[config.mk]
export PLATFORM = sky130hd
export DESIGN_NAME = fpu_addsub_top
export DESIGN_NICKNAME = d
export VERILOG_FILES = /design/src/logic/fp_format_pkg.sv /design/src/logic/fpu_xfer_pkg.sv /design/src/logic/fpu_addsub_top.sv /design/src/logic/fpu_result_return.sv /design/src/logic/fp_addsub_normalize.sv /design/src/logic/fp_align_stage.sv /design/src/logic/fpu_req_intake.sv
export VERILOG_INCLUDE_DIRS = /design/src /design/src/logic
export SDC_FILE = /design/constraint.sdc
export NUM_CORES = 1
export LEC_CHECK = 0
export ABC_AREA = 1
export BUFFER_PORTS_ARGS = -buffer_cell sky130_fd_sc_hd__buf_2
export CAP_MARGIN = 5
export CORE_AREA = 2 2 214 174
export CTS_CLUSTER_DIAMETER = 40
export DETAILED_ROUTE_END_ITERATION = 8
export DIE_AREA = 0 0 216 176
export PLACE_DENSITY = 0.7
export SYNTH_ARGS = -nofsm -noshare
export SYNTH_HDL_FRONTEND = slang
export SYNTH_HIERARCHICAL = 1
export SYNTH_SLANG_ARGS = --single-unit
[constraint.sdc]
create_clock -name i_clk -period 16.7 [get_ports i_clk]
set_input_delay 3.34 -clock i_clk [delete_from_list [all_inputs] [get_ports i_clk]]
set_output_delay 3.34 -clock i_clk [all_outputs]
set_load 0.005 [all_outputs]
[src/logic/fpu_params.svh]
`ifndef FPU_PARAMS_SVH
`define FPU_PARAMS_SVH

// single-precision field widths
`define FP_EXP_W      8
`define FP_FRAC_W     23

// guard bits kept below the mantissa during alignment
`define FP_XTRA_W     4

// exponent bias of the binary32 format
`define FP_BIAS       127

// largest useful alignment shift, a 28-bit field is empty beyond it
`define FP_SHIFT_MAX  27

`endif
[src/logic/fp_format_pkg.sv]
`include "fpu_params.svh"

package fp_format_pkg;

    localparam int FP_WORD_W = 1 + `FP_EXP_W + `FP_FRAC_W;

    // all-ones exponent marks infinity and NaN
    localparam logic [`FP_EXP_W-1:0] FP_EXP_MAX = '1;
    localparam logic [FP_WORD_W-1:0] FP_QNAN    = 32'h7fc0_0000;

    typedef struct packed {
        logic                  sign;
        logic [`FP_EXP_W-1:0]  exp;
        logic [`FP_FRAC_W-1:0] frac;
    } fp32_fields_t;

    // raw bits for transport, fields for arithmetic
    typedef union packed {
        logic [FP_WORD_W-1:0] raw;
        fp32_fields_t         f;
    } fp32_word_u;

    typedef enum logic [1:0] {
        FP_ZERO,
        FP_NORMAL,
        FP_INF,
        FP_NAN
    } fp_class_e;

endpackage

[src/logic/fpu_xfer_pkg.sv]
`include "fpu_params.svh"

package fpu_xfer_pkg;

    import fp_format_pkg::*;

    // hidden one, stored fraction and guard bits
    localparam int FP_MAN_W = 1 + `FP_FRAC_W + `FP_XTRA_W;

    typedef enum logic {
        FPU_ADD,
        FPU_SUB
    } fpu_op_e;

    typedef struct packed {
        fpu_op_e    op;
        fp32_word_u a;
        fp32_word_u b;
    } fpu_operation_t;

    // sign_a belongs to the larger magnitude, sign_b is already effective
    typedef struct packed {
        fpu_op_e               op;
        logic                  sign_a;
        logic                  sign_b;
        logic [`FP_EXP_W-1:0]  exp;
        logic [FP_MAN_W-1:0]   man_a;
        logic [FP_MAN_W-1:0]   man_b;
        logic                  special;
        fp32_word_u            special_word;
    } fpu_aligned_t;

    typedef struct packed {
        fp32_word_u word;
        logic       overflow;
        logic       underflow;
    } fpu_result_t;

endpackage

[src/logic/fpu_addsub_top.sv]
`timescale 1ns/1ps

module fpu_addsub_top
    import fpu_xfer_pkg::*;
(
    input  logic           i_clk,
    input  logic           i_reset,
    input  logic           i_req,
    input  fpu_operation_t i_operation,
    output logic           o_ack,
    output logic           o_res_req,
    input  logic           i_res_ack,
    output fpu_result_t    o_result
);

    logic           op_valid;
    fpu_operation_t op;
    logic           align_take;
    logic           align_valid;
    fpu_aligned_t   aligned;
    logic           norm_take;
    logic           norm_valid;
    fpu_result_t    norm_result;
    logic           ret_take;

    fpu_req_intake fpu_req_intake_inst (
        .i_clk       (i_clk),
        .i_reset     (i_reset),
        .i_req       (i_req),
        .i_operation (i_operation),
        .o_ack       (o_ack),
        .o_op_valid  (op_valid),
        .o_op        (op),
        .i_op_take   (align_take)
    );

    // a stage stalls whenever the next one refuses its output
    fp_align_stage fp_align_stage_inst (
        .i_clk     (i_clk),
        .i_reset   (i_reset),
        .i_valid   (op_valid),
        .i_op      (op),
        .o_take    (align_take),
        .o_valid   (align_valid),
        .o_aligned (aligned),
        .i_stall   (!norm_take)
    );

    fp_addsub_normalize fp_addsub_normalize_inst (
        .i_clk     (i_clk),
        .i_reset   (i_reset),
        .i_valid   (align_valid),
        .i_aligned (aligned),
        .o_take    (norm_take),
        .o_valid   (norm_valid),
        .o_result  (norm_result),
        .i_stall   (!ret_take)
    );

    fpu_result_return fpu_result_return_inst (
        .i_clk     (i_clk),
        .i_reset   (i_reset),
        .i_valid   (norm_valid),
        .i_result  (norm_result),
        .o_take    (ret_take),
        .o_res_req (o_res_req),
        .i_res_ack (i_res_ack),
        .o_result  (o_result)
    );

endmodule

[src/logic/fpu_result_return.sv]
`timescale 1ns/1ps

module fpu_result_return
    import fpu_xfer_pkg::*;
(
    input  logic        i_clk,
    input  logic        i_reset,
    input  logic        i_valid,
    input  fpu_result_t i_result,
    output logic        o_take,
    output logic        o_res_req,
    input  logic        i_res_ack,
    output fpu_result_t o_result
);

    localparam logic [1:0] R_EMPTY = 2'd0;
    localparam logic [1:0] R_REQ   = 2'd1;
    localparam logic [1:0] R_DROP  = 2'd2;

    logic [1:0]  state;
    fpu_result_t result_q;

    // only loads once the previous return has fully closed
    assign o_take = i_valid && (state == R_EMPTY);

    ////////////////////
    // return FSM
    ////////////////////
    always_ff @(posedge i_clk) begin
        if (i_reset) begin
            state <= R_EMPTY;
        end else begin
            case (state)
                R_EMPTY: if (o_take) state <= R_REQ;
                R_REQ:   if (i_res_ack) state <= R_DROP;
                // wait for the consumer to release ack
                R_DROP:  if (!i_res_ack) state <= R_EMPTY;
                default: state <= R_EMPTY;
            endcase
        end
    end

    always_ff @(posedge i_clk) begin
        if (o_take) begin
            result_q <= i_result;
        end
    end

    assign o_res_req = (state == R_REQ);
    assign o_result  = result_q;

    a_result_stable: assert property (@(posedge i_clk) disable iff (i_reset)
        o_res_req |=> (!o_res_req || $stable(o_result)));

endmodule

[src/logic/fp_addsub_normalize.sv]
`timescale 1ns/1ps
`include "fpu_params.svh"

module fp_addsub_normalize
    import fp_format_pkg::*, fpu_xfer_pkg::*;
(
    input  logic         i_clk,
    input  logic         i_reset,
    input  logic         i_valid,
    input  fpu_aligned_t i_aligned,
    output logic         o_take,
    output logic         o_valid,
    output fpu_result_t  o_result,
    input  logic         i_stall
);

    localparam int SUM_W        = FP_MAN_W + 1;
    localparam int LZ_W         = $clog2(FP_MAN_W);
    localparam int EXPS_W       = `FP_EXP_W + 2;
    localparam int RND_W        = `FP_FRAC_W + 2;
    localparam int EXP_ALL_ONES = (1 << `FP_EXP_W) - 1;

    // result word selection
    localparam logic [1:0] SEL_NORMAL  = 2'd0;
    localparam logic [1:0] SEL_ZERO    = 2'd1;
    localparam logic [1:0] SEL_INF     = 2'd2;
    localparam logic [1:0] SEL_SPECIAL = 2'd3;

    logic                     eff_sub;
    logic [SUM_W-1:0]         sum;
    logic [FP_MAN_W-1:0]      man_sum;
    logic [FP_MAN_W-1:0]      man_norm;
    logic [LZ_W-1:0]          lz;
    logic                     sum_zero;
    logic signed [EXPS_W-1:0] exp_norm;
    logic signed [EXPS_W-1:0] exp_final;
    logic                     round_up;
    logic [RND_W-1:0]         man_rnd;
    logic [`FP_FRAC_W-1:0]    frac_final;
    logic [1:0]               sel;
    fpu_result_t              res;
    logic                     move;
    logic                     valid_q;

    ////////////////////
    // mantissa add
    ////////////////////
    always_comb begin
        eff_sub = i_aligned.sign_a ^ i_aligned.sign_b;
        // man_a is never smaller than man_b
        if (eff_sub) begin
            sum = {1'b0, i_aligned.man_a} - {1'b0, i_aligned.man_b};
        end else begin
            sum = {1'b0, i_aligned.man_a} + {1'b0, i_aligned.man_b};
        end

        // carry out shifts the sum right by one
        man_sum  = sum[SUM_W-1] ? sum[SUM_W-1:1] : sum[FP_MAN_W-1:0];
        sum_zero = (man_sum == '0);

        // leading one, highest set bit wins
        lz = '0;
        for (int i = 0; i < FP_MAN_W; i++) begin
            if (man_sum[i]) lz = LZ_W'(FP_MAN_W - 1 - i);
        end
        man_norm = man_sum << lz;
        exp_norm = EXPS_W'(i_aligned.exp) + EXPS_W'(sum[SUM_W-1]) - EXPS_W'(lz);
    end

    ////////////////////
    // round and pack
    ////////////////////
    always_comb begin
        // nearest even on the guard bits
        round_up = man_norm[`FP_XTRA_W-1]
                   && ((|man_norm[`FP_XTRA_W-2:0]) || man_norm[`FP_XTRA_W]);
        man_rnd  = {1'b0, man_norm[FP_MAN_W-1:`FP_XTRA_W]} + RND_W'(round_up);
        if (man_rnd[RND_W-1]) begin
            frac_final = man_rnd[`FP_FRAC_W:1];
            exp_final  = exp_norm + EXPS_W'(1);
        end else begin
            frac_final = man_rnd[`FP_FRAC_W-1:0];
            exp_final  = exp_norm;
        end

        res = '0;
        if (i_aligned.special) begin
            sel = SEL_SPECIAL;
        end else if (sum_zero) begin
            sel = SEL_ZERO;
        end else if (exp_final >= EXP_ALL_ONES) begin
            sel          = SEL_INF;
            res.overflow = 1'b1;
        end else if (exp_final <= 0) begin
            sel           = SEL_ZERO;
            res.underflow = 1'b1;
        end else begin
            sel = SEL_NORMAL;
        end

        case (sel)
            SEL_NORMAL: begin
                res.word.f.sign = i_aligned.sign_a;
                res.word.f.exp  = exp_final[`FP_EXP_W-1:0];
                res.word.f.frac = frac_final;
            end
            // exact cancellation is +0, a flush keeps the sign
            SEL_ZERO: res.word.f.sign = i_aligned.sign_a & !sum_zero;
            SEL_INF: begin
                res.word.f.sign = i_aligned.sign_a;
                res.word.f.exp  = FP_EXP_MAX;
            end
            default: res.word = i_aligned.special_word;
        endcase
    end

    assign move   = !valid_q || !i_stall;
    assign o_take = i_valid && move;

    always_ff @(posedge i_clk) begin
        if (i_reset) begin
            valid_q <= 1'b0;
        end else if (move) begin
            valid_q <= i_valid;
        end
    end

    always_ff @(posedge i_clk) begin
        if (o_take) begin
            o_result <= res;
        end
    end

    assign o_valid = valid_q;

    a_exp_max_is_inf_or_qnan: assert property (@(posedge i_clk) disable iff (i_reset)
        (o_valid && o_result.word.f.exp == FP_EXP_MAX)
        |-> (o_result.word.f.frac == '0 || o_result.word.raw == FP_QNAN));

endmodule

[src/logic/fp_align_stage.sv]
`timescale 1ns/1ps
`include "fpu_params.svh"

module fp_align_stage
    import fp_format_pkg::*, fpu_xfer_pkg::*;
(
    input  logic           i_clk,
    input  logic           i_reset,
    input  logic           i_valid,
    input  fpu_operation_t i_op,
    output logic           o_take,
    output logic           o_valid,
    output fpu_aligned_t   o_aligned,
    input  logic           i_stall
);

    localparam int SHIFT_W = $clog2(`FP_SHIFT_MAX + 1);

    // subnormals fall into the zero class
    function automatic fp_class_e classify(input fp32_word_u w);
        if (w.f.exp == '0) begin
            return FP_ZERO;
        end else if (w.f.exp != FP_EXP_MAX) begin
            return FP_NORMAL;
        end else if (w.f.frac == '0) begin
            return FP_INF;
        end
        return FP_NAN;
    endfunction

    fp32_word_u           w_a;
    fp32_word_u           w_b_eff;
    fp32_word_u           w_big;
    fp32_word_u           w_small;
    fp_class_e            cls_a;
    fp_class_e            cls_b;
    logic                 a_lt_b;
    logic [`FP_EXP_W-1:0] exp_diff;
    logic [SHIFT_W-1:0]   shift_amt;
    logic [SHIFT_W-1:0]   shift_q;
    logic [FP_MAN_W-1:0]  man_big;
    logic [FP_MAN_W-1:0]  man_small;
    logic                 special;
    fp32_word_u           special_word;
    logic                 move;
    logic                 valid_q;

    ////////////////////
    // swap and align
    ////////////////////
    always_comb begin
        w_a     = i_op.a;
        w_b_eff = i_op.b;
        // subtract is an add with b negated
        w_b_eff.f.sign = i_op.b.f.sign ^ (i_op.op == FPU_SUB);

        a_lt_b  = {w_a.f.exp, w_a.f.frac} < {w_b_eff.f.exp, w_b_eff.f.frac};
        w_big   = a_lt_b ? w_b_eff : w_a;
        w_small = a_lt_b ? w_a : w_b_eff;

        exp_diff = w_big.f.exp - w_small.f.exp;
        if (exp_diff > `FP_SHIFT_MAX) begin
            shift_amt = SHIFT_W'(`FP_SHIFT_MAX);
        end else begin
            shift_amt = exp_diff[SHIFT_W-1:0];
        end

        man_big   = {1'b1, w_big.f.frac, {`FP_XTRA_W{1'b0}}};
        man_small = {1'b1, w_small.f.frac, {`FP_XTRA_W{1'b0}}} >> shift_amt;
    end

    ////////////////////
    // special results
    ////////////////////
    always_comb begin
        cls_a        = classify(w_a);
        cls_b        = classify(w_b_eff);
        special      = 1'b1;
        special_word = w_a;
        if (cls_a == FP_NAN || cls_b == FP_NAN) begin
            special_word.raw = FP_QNAN;
        end else if (cls_a == FP_INF && cls_b == FP_INF) begin
            // opposite infinities cancel into NaN
            if (w_a.f.sign != w_b_eff.f.sign) special_word.raw = FP_QNAN;
        end else if (cls_a == FP_INF) begin
            special_word = w_a;
        end else if (cls_b == FP_INF || (cls_a == FP_ZERO && cls_b == FP_NORMAL)) begin
            special_word = w_b_eff;
        end else if (cls_a == FP_ZERO && cls_b == FP_ZERO) begin
            special_word.raw    = '0;
            special_word.f.sign = w_a.f.sign & w_b_eff.f.sign;
        end else if (cls_b == FP_ZERO) begin
            special_word = w_a;
        end else begin
            special = 1'b0;
        end
    end

    assign move   = !valid_q || !i_stall;
    assign o_take = i_valid && move;

    always_ff @(posedge i_clk) begin
        if (i_reset) begin
            valid_q <= 1'b0;
        end else if (move) begin
            valid_q <= i_valid;
        end
    end

    always_ff @(posedge i_clk) begin
        if (o_take) begin
            o_aligned.op           <= i_op.op;
            o_aligned.sign_a       <= w_big.f.sign;
            o_aligned.sign_b       <= w_small.f.sign;
            o_aligned.exp          <= w_big.f.exp;
            o_aligned.man_a        <= man_big;
            o_aligned.man_b        <= man_small;
            o_aligned.special      <= special;
            o_aligned.special_word <= special_word;
            shift_q                <= shift_amt;
        end
    end

    assign o_valid = valid_q;

    a_shift_saturated: assert property (@(posedge i_clk) disable iff (i_reset)
        o_valid |-> shift_q <= SHIFT_W'(`FP_SHIFT_MAX));

endmodule

[src/logic/fpu_req_intake.sv]
`timescale 1ns/1ps

module fpu_req_intake
    import fpu_xfer_pkg::*;
(
    input  logic           i_clk,
    input  logic           i_reset,
    input  logic           i_req,
    input  fpu_operation_t i_operation,
    output logic           o_ack,
    output logic           o_op_valid,
    output fpu_operation_t o_op,
    input  logic           i_op_take
);

    localparam logic [1:0] S_IDLE = 2'd0;
    localparam logic [1:0] S_ACK  = 2'd1;
    localparam logic [1:0] S_HOLD = 2'd2;

    logic [1:0]     state;
    logic           op_valid_q;
    fpu_operation_t op_q;
    logic           reg_free;
    logic           capture;

    // register frees up in the same cycle the align stage takes it
    assign reg_free = !op_valid_q || i_op_take;
    assign capture  = (state == S_IDLE) && i_req && reg_free;

    ////////////////////
    // handshake FSM
    ////////////////////
    always_ff @(posedge i_clk) begin
        if (i_reset) begin
            state <= S_IDLE;
        end else begin
            case (state)
                S_IDLE: if (capture) state <= S_ACK;
                // producer holds req until it has seen ack
                S_ACK:  state <= S_HOLD;
                S_HOLD: if (!i_req) state <= S_IDLE;
                default: state <= S_IDLE;
            endcase
        end
    end

    always_ff @(posedge i_clk) begin
        if (i_reset) begin
            op_valid_q <= 1'b0;
        end else if (capture) begin
            op_valid_q <= 1'b1;
        end else if (i_op_take) begin
            op_valid_q <= 1'b0;
        end
    end

    always_ff @(posedge i_clk) begin
        if (capture) begin
            op_q <= i_operation;
        end
    end

    assign o_ack      = (state != S_IDLE);
    assign o_op_valid = op_valid_q;
    assign o_op       = op_q;

    a_ack_needs_req: assert property (@(posedge i_clk) disable iff (i_reset)
        $rose(o_ack) |-> i_req);

endmodule

==> results.json, run 1 <==
{
  "fin_worst_skew_ns": 0.0202,
  "dp_hpwl_um": 38900,
  "grt_pass1_wl_um": 78800,
  "gp_congestion": 0.969,
  "critical_path.slowest_cell": "nor2_4",
  "vias_per_cell": 5.55,
  "powerDensity_nw_per_um2": 178,
  "die_w_um": 216,
  "max_cap_viol_count": 0,
  "portBuffers": 104,
  "cts.clk_slew.worst_paths_ns": 0.06,
  "hold_ws_ns": 0.416,
  "post_cts_buffers": 0,
  "die_area_um2": 38000,
  "cts_tree": "yes",
  "grtUsageTotal_pct": 26.1,
  "num-nets-final": 2603,
  "startpoint": "fp_align_stage_inst/o_aligned[35]$_DFFE_PP_",
  "drv_slew": 0,
  "start_util_pct": 49.6,
  "hold_viol": 0,
  "gr-total-overflow": 0,
  "first_pass_iters": 6,
  "cts_resized": 0,
  "area_delta_synth_final_pct": 10.4,
  "ys_warn_count": 6,
  "holdCritStartpoint": "fp_addsub_normalize_inst/o_result[13]$_DFFE_PP_",
  "cts_root_buf": "clkbuf_16",
  "drt_wl_total_um": 50200,
  "rsz0062_at_grt": "false",
  "wl_met1_um": 23800,
  "grt_max_degree": 117,
  "netlist_area_um2": 17700,
  "critical_path_required_ns": 17.12,
  "critPathKind": "register to register",
  "cts_buffer_depth": 3,
  "path_max_fanout": 37,
  "dieHeight_um": 176,
  "maxSlewHeadroom_pct": 25.0,
  "antenna_found_initial": 0,
  "drive_gt1_share_pct": 10.8,
  "fin_crit_sh_pct": 61.0,
  "drt_first_iter_violations": 1930,
  "dr_wl_met2_um": 20900,
  "wl_met3_um": 4190,
  "setup_viol": 0,
  "antenna_cells": 0,
  "num_rows": 62,
  "finalCriticalPeriod_ns": 10.19,
  "synth_cells": 2393,
  "leakage_nw": 9.00,
  "cts_sinks": 234,
  "core_area_um2": 35700,
  "antenna_left": 0,
  "r2r_start": "fp_align_stage_inst/o_aligned[35]$_DFFE_PP_",
  "cts_buffers": 30,
  "wire_per_inst_um": 17.0,
  "fmax_ghz": 0.0982,
  "start_kind": "register",
  "peakVddDrop_mv": 0.0915,
  "cts-htree-levels": 1,
  "slowest_delay_ns": 0.60,
  "avgSynthCellArea_um2": 7.39,
  "clkLatencyLatePin_ns": 0.57,
  "status": "finished, final reports clean",
  "path_common_cell": "nand2_1",
  "grt_pass1_vias": 14600,
  "cp-end-kind": "register",
  "drc_errors": 0,
  "hp-class": "register to register",
  "tns_ns": 0,
  "arrival_ns": 10.61,
  "tightest_slew_ns": 1.12,
  "vias": 16400,
  "cts.hold.buffers_added": 0,
  "boundaryPins": 105,
  "top_layer": "met4"
}
-- flip-flops by register name, summed over array words and instances (netlist names) --
name	flops
fp_addsub_normalize_inst/o_result	34
fp_align_stage_inst/o_aligned	94
fp_align_stage_inst/o_valid	1
fpu_result_return_inst/state	2
fpu_req_intake_inst/o_op_valid	1
fp_addsub_normalize_inst/o_valid	1
fpu_req_intake_inst/state	2
fpu_result_return_inst/o_result	34
fpu_req_intake_inst/o_op	65
-- layout make-up --
cell class	instances	area (um^2)
Sequential cell	234	6960
Clock inverter	23	310
Clock buffer	33	783
Multi-Input combinational cell	1792	9220
Inverter	280	1050
Fill cell	3398	16100
Timing Repair Buffer	116	611
Tap cell	480	601
-- worst paths after layout --
kind	end	slack, ns	depth (start not counted)
hold / removal	fpu_result_return_inst/o_result[13]$_DFFE_PP_	0.42	0
setup / recovery	fp_addsub_normalize_inst/o_result[3]$_DFFE_PP_	6.51	75
hold reg to reg	fpu_result_return_inst/o_result[13]$_DFFE_PP_	0.42	0
setup reg to reg	fp_addsub_normalize_inst/o_result[3]$_DFFE_PP_	6.51	75
-- cell usage in the layout (no fill, tap or decap), types with 7 or more instances in the layout --
master / n
ha_1: 78
or2_2: 8
buf_4: 12
o21ai_0: 84
nor2_2: 14
inv_2: 28
xor2_1: 60
nor3_1: 23
dfxtp_1: 7
nand3_2: 9
nand3_1: 357
clkinv_1: 9
clkbuf_16: 31
a21oi_1: 79
nand2_2: 10
nor2_1: 144
nand2_1: 746
edfxtp_1: 227
nand4_1: 53
o21ai_1: 16
inv_1: 243
o221ai_1: 8
nor4_1: 11
buf_2: 104
xnor2_1: 22
-- worst max-delay path: cells and delay by family (launching register included) --
kind / cells / cell delay (ns)
buffers and inverters: 10 / 0.77
XOR/XNOR: 3 / 0.59
flip-flops: 1 / 0.39
AO/OA/AOI/OAI: 2 / 0.29
AND/OR/NAND/NOR: 56 / 6.72
adder cells (fa/ha/maj): 4 / 1.25
-- through the flow --
stage | setup WS, ns | cell area (um^2) | power (mW) | utilization, % | std cells
floorplan | 6.61 | 17700 | 2.33 | - | 2396
global placement | 6.97 | 18400 | 2.74 | 51.7 | 2902
detailed placement | 6.80 | 18400 | 2.76 | 51.7 | 2902
CTS | 6.67 | 19500 | 3.45 | 54.8 | 2958
global route | 5.09 | 19500 | 3.76 | 54.8 | 2958
finish | 6.51 | 19500 | 3.47 | 54.8 | 2958
-- per-layer routing --
metal / up-vias / GRT usage [%]
met1: 7484 / 39.7
met3: 89 / 3.98
met4: 0 / 6.65
li1: 8098 / -
met2: 737 / 38.8
met5: - / 0
-- where the power goes --
| group | internal (mW) | leakage, nW | switching [mW] | total [mW] |
|---|---|---|---|---|
| sequential | 0.733 | 2.19 | 0.0421 | 0.775 |
| combinational | 0.618 | 6.28 | 1.40 | 2.02 |
| clock | 0.412 | 0.528 | 0.264 | 0.676 |
(Power assumes the default switching activity.)
==> inputs of run 2 (changes only) <==
--- a/config.mk
+++ b/config.mk
@@ -6,13 +6,13 @@
 export SDC_FILE = /design/constraint.sdc
 export NUM_CORES = 1
 export LEC_CHECK = 0
-export ABC_AREA = 1
+export ABC_AREA = 0
 export BUFFER_PORTS_ARGS = -buffer_cell sky130_fd_sc_hd__buf_2
 export CAP_MARGIN = 5
-export CORE_AREA = 2 2 214 174
+export CORE_AREA = 2 2 221 180
 export CTS_CLUSTER_DIAMETER = 40
 export DETAILED_ROUTE_END_ITERATION = 8
-export DIE_AREA = 0 0 216 176
+export DIE_AREA = 0 0 223 182
 export PLACE_DENSITY = 0.7
 export SYNTH_ARGS = -nofsm -noshare
 export SYNTH_HDL_FRONTEND = slang
==> constraint.sdc (replaced) <==
create_clock -name i_clk -period 9.5 [get_ports i_clk]
set_input_delay 1.9 -clock i_clk [delete_from_list [all_inputs] [get_ports i_clk]]
set_output_delay 1.9 -clock i_clk [all_outputs]
set_load 0.005 [all_outputs]
==> run 2 against run 1 <==
Effect of this change: combinational power grew to 2.6 times the previous value; sequential cell count did not move; clock-buffer cell count rose by 2; critical path depth down 41; register-to-register slack lost 6.2 ns; worst setup slack worse by 6.2 ns; sequential power grew 77%; utilization fell by 0.12 points; global-route usage grew 2.7 points; die area is 6.8% higher; critical path type unchanged; largest cell class unchanged.
==> results.json, run 2 <==
{
  "status": "finished, final reports clean",
  "vias": 18000,
  "seq_power_share_pct": 18.1,
  "fillers": 3471,
  "cp_top_family": "simple AND/OR/NAND/NOR gates",
  "largest-register": "fp_align_stage_inst/o_aligned",
  "drt_wl_total_um": 60900,
  "tns_ns": 0,
  "largest_reg_flops": 94,
  "tightest_slew_ns": 1.12,
  "antenna_left": 0,
  "gr-total-overflow": 0,
  "hold_ws_ns": 0.416,
  "num_rows": 65,
  "pre_cts_ws_ns": -0.0724,
  "start_kind": "register",
  "top_layer": "met5",
  "cts_buffer_depth": 3,
  "pwr-share-comb_pct": 68.6,
  "die_w_um": 223,
  "grt_pass1_vias": 16500,
  "drc_errors": 0,
  "max_cap_viol_count": 0,
  "final_cell_mix": "nand2_1, edfxtp_1, nor2_1",
  "cts-htree-levels": 1,
  "path_common_cell": "nand2_1",
  "drt_first_iter_violations": 2476,
  "cts_tree": "yes",
  "fin_worst_skew_ns": 0.0266,
  "dieHeight_um": 182,
  "hp-class": "register to register",
  "swShare_pct": 51.3,
  "boundaryPins": 105,
  "arrival_ns": 9.49,
  "p_clk_share_pct": 13.3,
  "postPlaceCellArea_um2": 20000,
  "fin_crit_sh_pct": 96.5,
  "drive_gt1_share_pct": 15.2,
  "portBuffers": 104,
  "critical_path.slowest_cell": "or4_4",
  "antenna_cells": 0,
  "vias_per_cell": 6.62,
  "leakage_nw": 7.86,
  "cp_num_buf_inv": 2,
  "p_int_mw": 3.68,
  "clkLatencyLatePin_ns": 0.56,
  "cts_buffers": 28,
  "powerDensity_nw_per_um2": 358,
  "ys_warn_count": 6,
  "first_pass_iters": 7,
  "avgSynthCellArea_um2": 8.97,
  "antenna_found_initial": 2,
  "final_cells": 2712,
  "num-nets-final": 2339,
  "setup_viol": 0,
  "cp-end-kind": "register",
  "wl_met1_um": 26300,
  "netlist_area_um2": 18900,
  "critical_path_required_ns": 9.82,
  "drv_slew": 0,
  "die_area_um2": 40600,
  "cts_sinks": 234,
  "setup_ws_ns": 0.332,
  "start_util_pct": 49.0,
  "grt_max_degree": 88,
  "critPathKind": "register to register",
  "maxSlewHeadroom_pct": 25.4,
  "dp_hpwl_um": 47100,
  "grtUsageTotal_pct": 28.8,
  "grt_pass1_wl_um": 92300,
  "layout_commonest_cell": "nand2_1",
  "placed_cells": 2655,
  "ff_latch_area_um2": 6960,
  "wire_per_inst_um": 22.4,
  "gp_congestion": 1.02,
  "fmax_ghz": 0.109,
  "synth_cells": 2110,
  "dr_wl_met2_um": 26600,
  "core_area_um2": 38600,
  "area_delta_synth_final_pct": 11.5,
  "cts_root_buf": "clkbuf_16",
  "fin_area_um2": 21100,
  "p_sw_mw": 3.88,
  "slowest_delay_ns": 0.56,
  "peakVddDrop_mv": 0.182,
  "multiInputGateArea_um2": 11300,
  "path_max_fanout": 11,
  "finalCriticalPeriod_ns": 9.17,
  "cts.clk_slew.worst_paths_ns": 0.06,
  "hold_viol": 0,
  "wl_met3_um": 5600
}
==> run 2: cell types whose count changed in the layout (fill, tap and decap cells not counted), sizes merged, moves of 24 or more <==
cell,change
a211oi,+52
xnor2,+28
inv,-187
a21oi,+31
a22oi,+52
a31oi,+26
o21ai,+73
nand4,-24
o211ai,+55
nand2,-503
nand3,-305
nor4,+31
buf,+50
mux2i,+36
==> run 2: layer usage <==
metal	global-route usage [%]	up-vias
li1	-	8272
met1	41.0	8497
met3	4.79	161
met5	0	-
met2	44.3	1022
met4	10.4	4
==> run 2: power groups by stage <==
stage | Clock [mW] | Combinational [mW] | Sequential, mW
floorplan | 0 | 3.53 | 1.35
global placement | 0 | 4.86 | 1.38
detailed placement | 0 | 4.87 | 1.39
CTS | 1.02 | 4.90 | 1.37
global route | 1.06 | 5.53 | 1.37
finish | 1.00 | 5.19 | 1.37
==> run 2: final timing paths <==
| path | from | end | slack, ns | depth (start not counted) |
|---|---|---|---|---|
| min | fp_addsub_normalize_inst/o_result[13]$_DFFE_PP_ | fpu_result_return_inst/o_result[13]$_DFFE_PP_ | 0.42 | 0 |
| max | fp_align_stage_inst/o_aligned[40]$_DFFE_PP_ | fp_addsub_normalize_inst/o_result[24]$_DFFE_PP_ | 0.33 | 34 |
| max reg2reg | fp_align_stage_inst/o_aligned[40]$_DFFE_PP_ | fp_addsub_normalize_inst/o_result[24]$_DFFE_PP_ | 0.33 | 34 |
| min reg2reg | fp_addsub_normalize_inst/o_result[13]$_DFFE_PP_ | fpu_result_return_inst/o_result[13]$_DFFE_PP_ | 0.42 | 0 |
==> run 2: area by class of cell <==
class	instances	area share (%)
timing repair buffer	166	4.83
tap	502	2.98
clock inverter	15	0.640
inverter	80	1.46
sequential	234	33.0
clock buffer	35	3.54
multi-input combinational	1680	53.6
==> run 2: worst reg2reg max path: cells and delay by family (launching register included) <==
family	cells	cell delay [ns]
simple gates	15	3.73
compound gates	9	2.55
fa+ha+maj	4	1.30
mux	2	0.48
flops	1	0.44
xor+xnor	2	0.28
buf+inv	2	0.15
==> run 2: stage by stage <==
step	power (mW)	util, %
after global routing	7.97	54.6
after global placement	6.25	51.7
after floorplan	4.87	-
final	7.56	54.6
after detailed placement	6.26	51.7
after CTS	7.29	54.0
==> run 2: what timing repair did <==
item                                    CTS  global route
hold buffers                              0             0
endpoints found under the setup margin    8            33
gates resized for setup                   1            46
pin swaps                                 0             5
setup buffers                             0             7
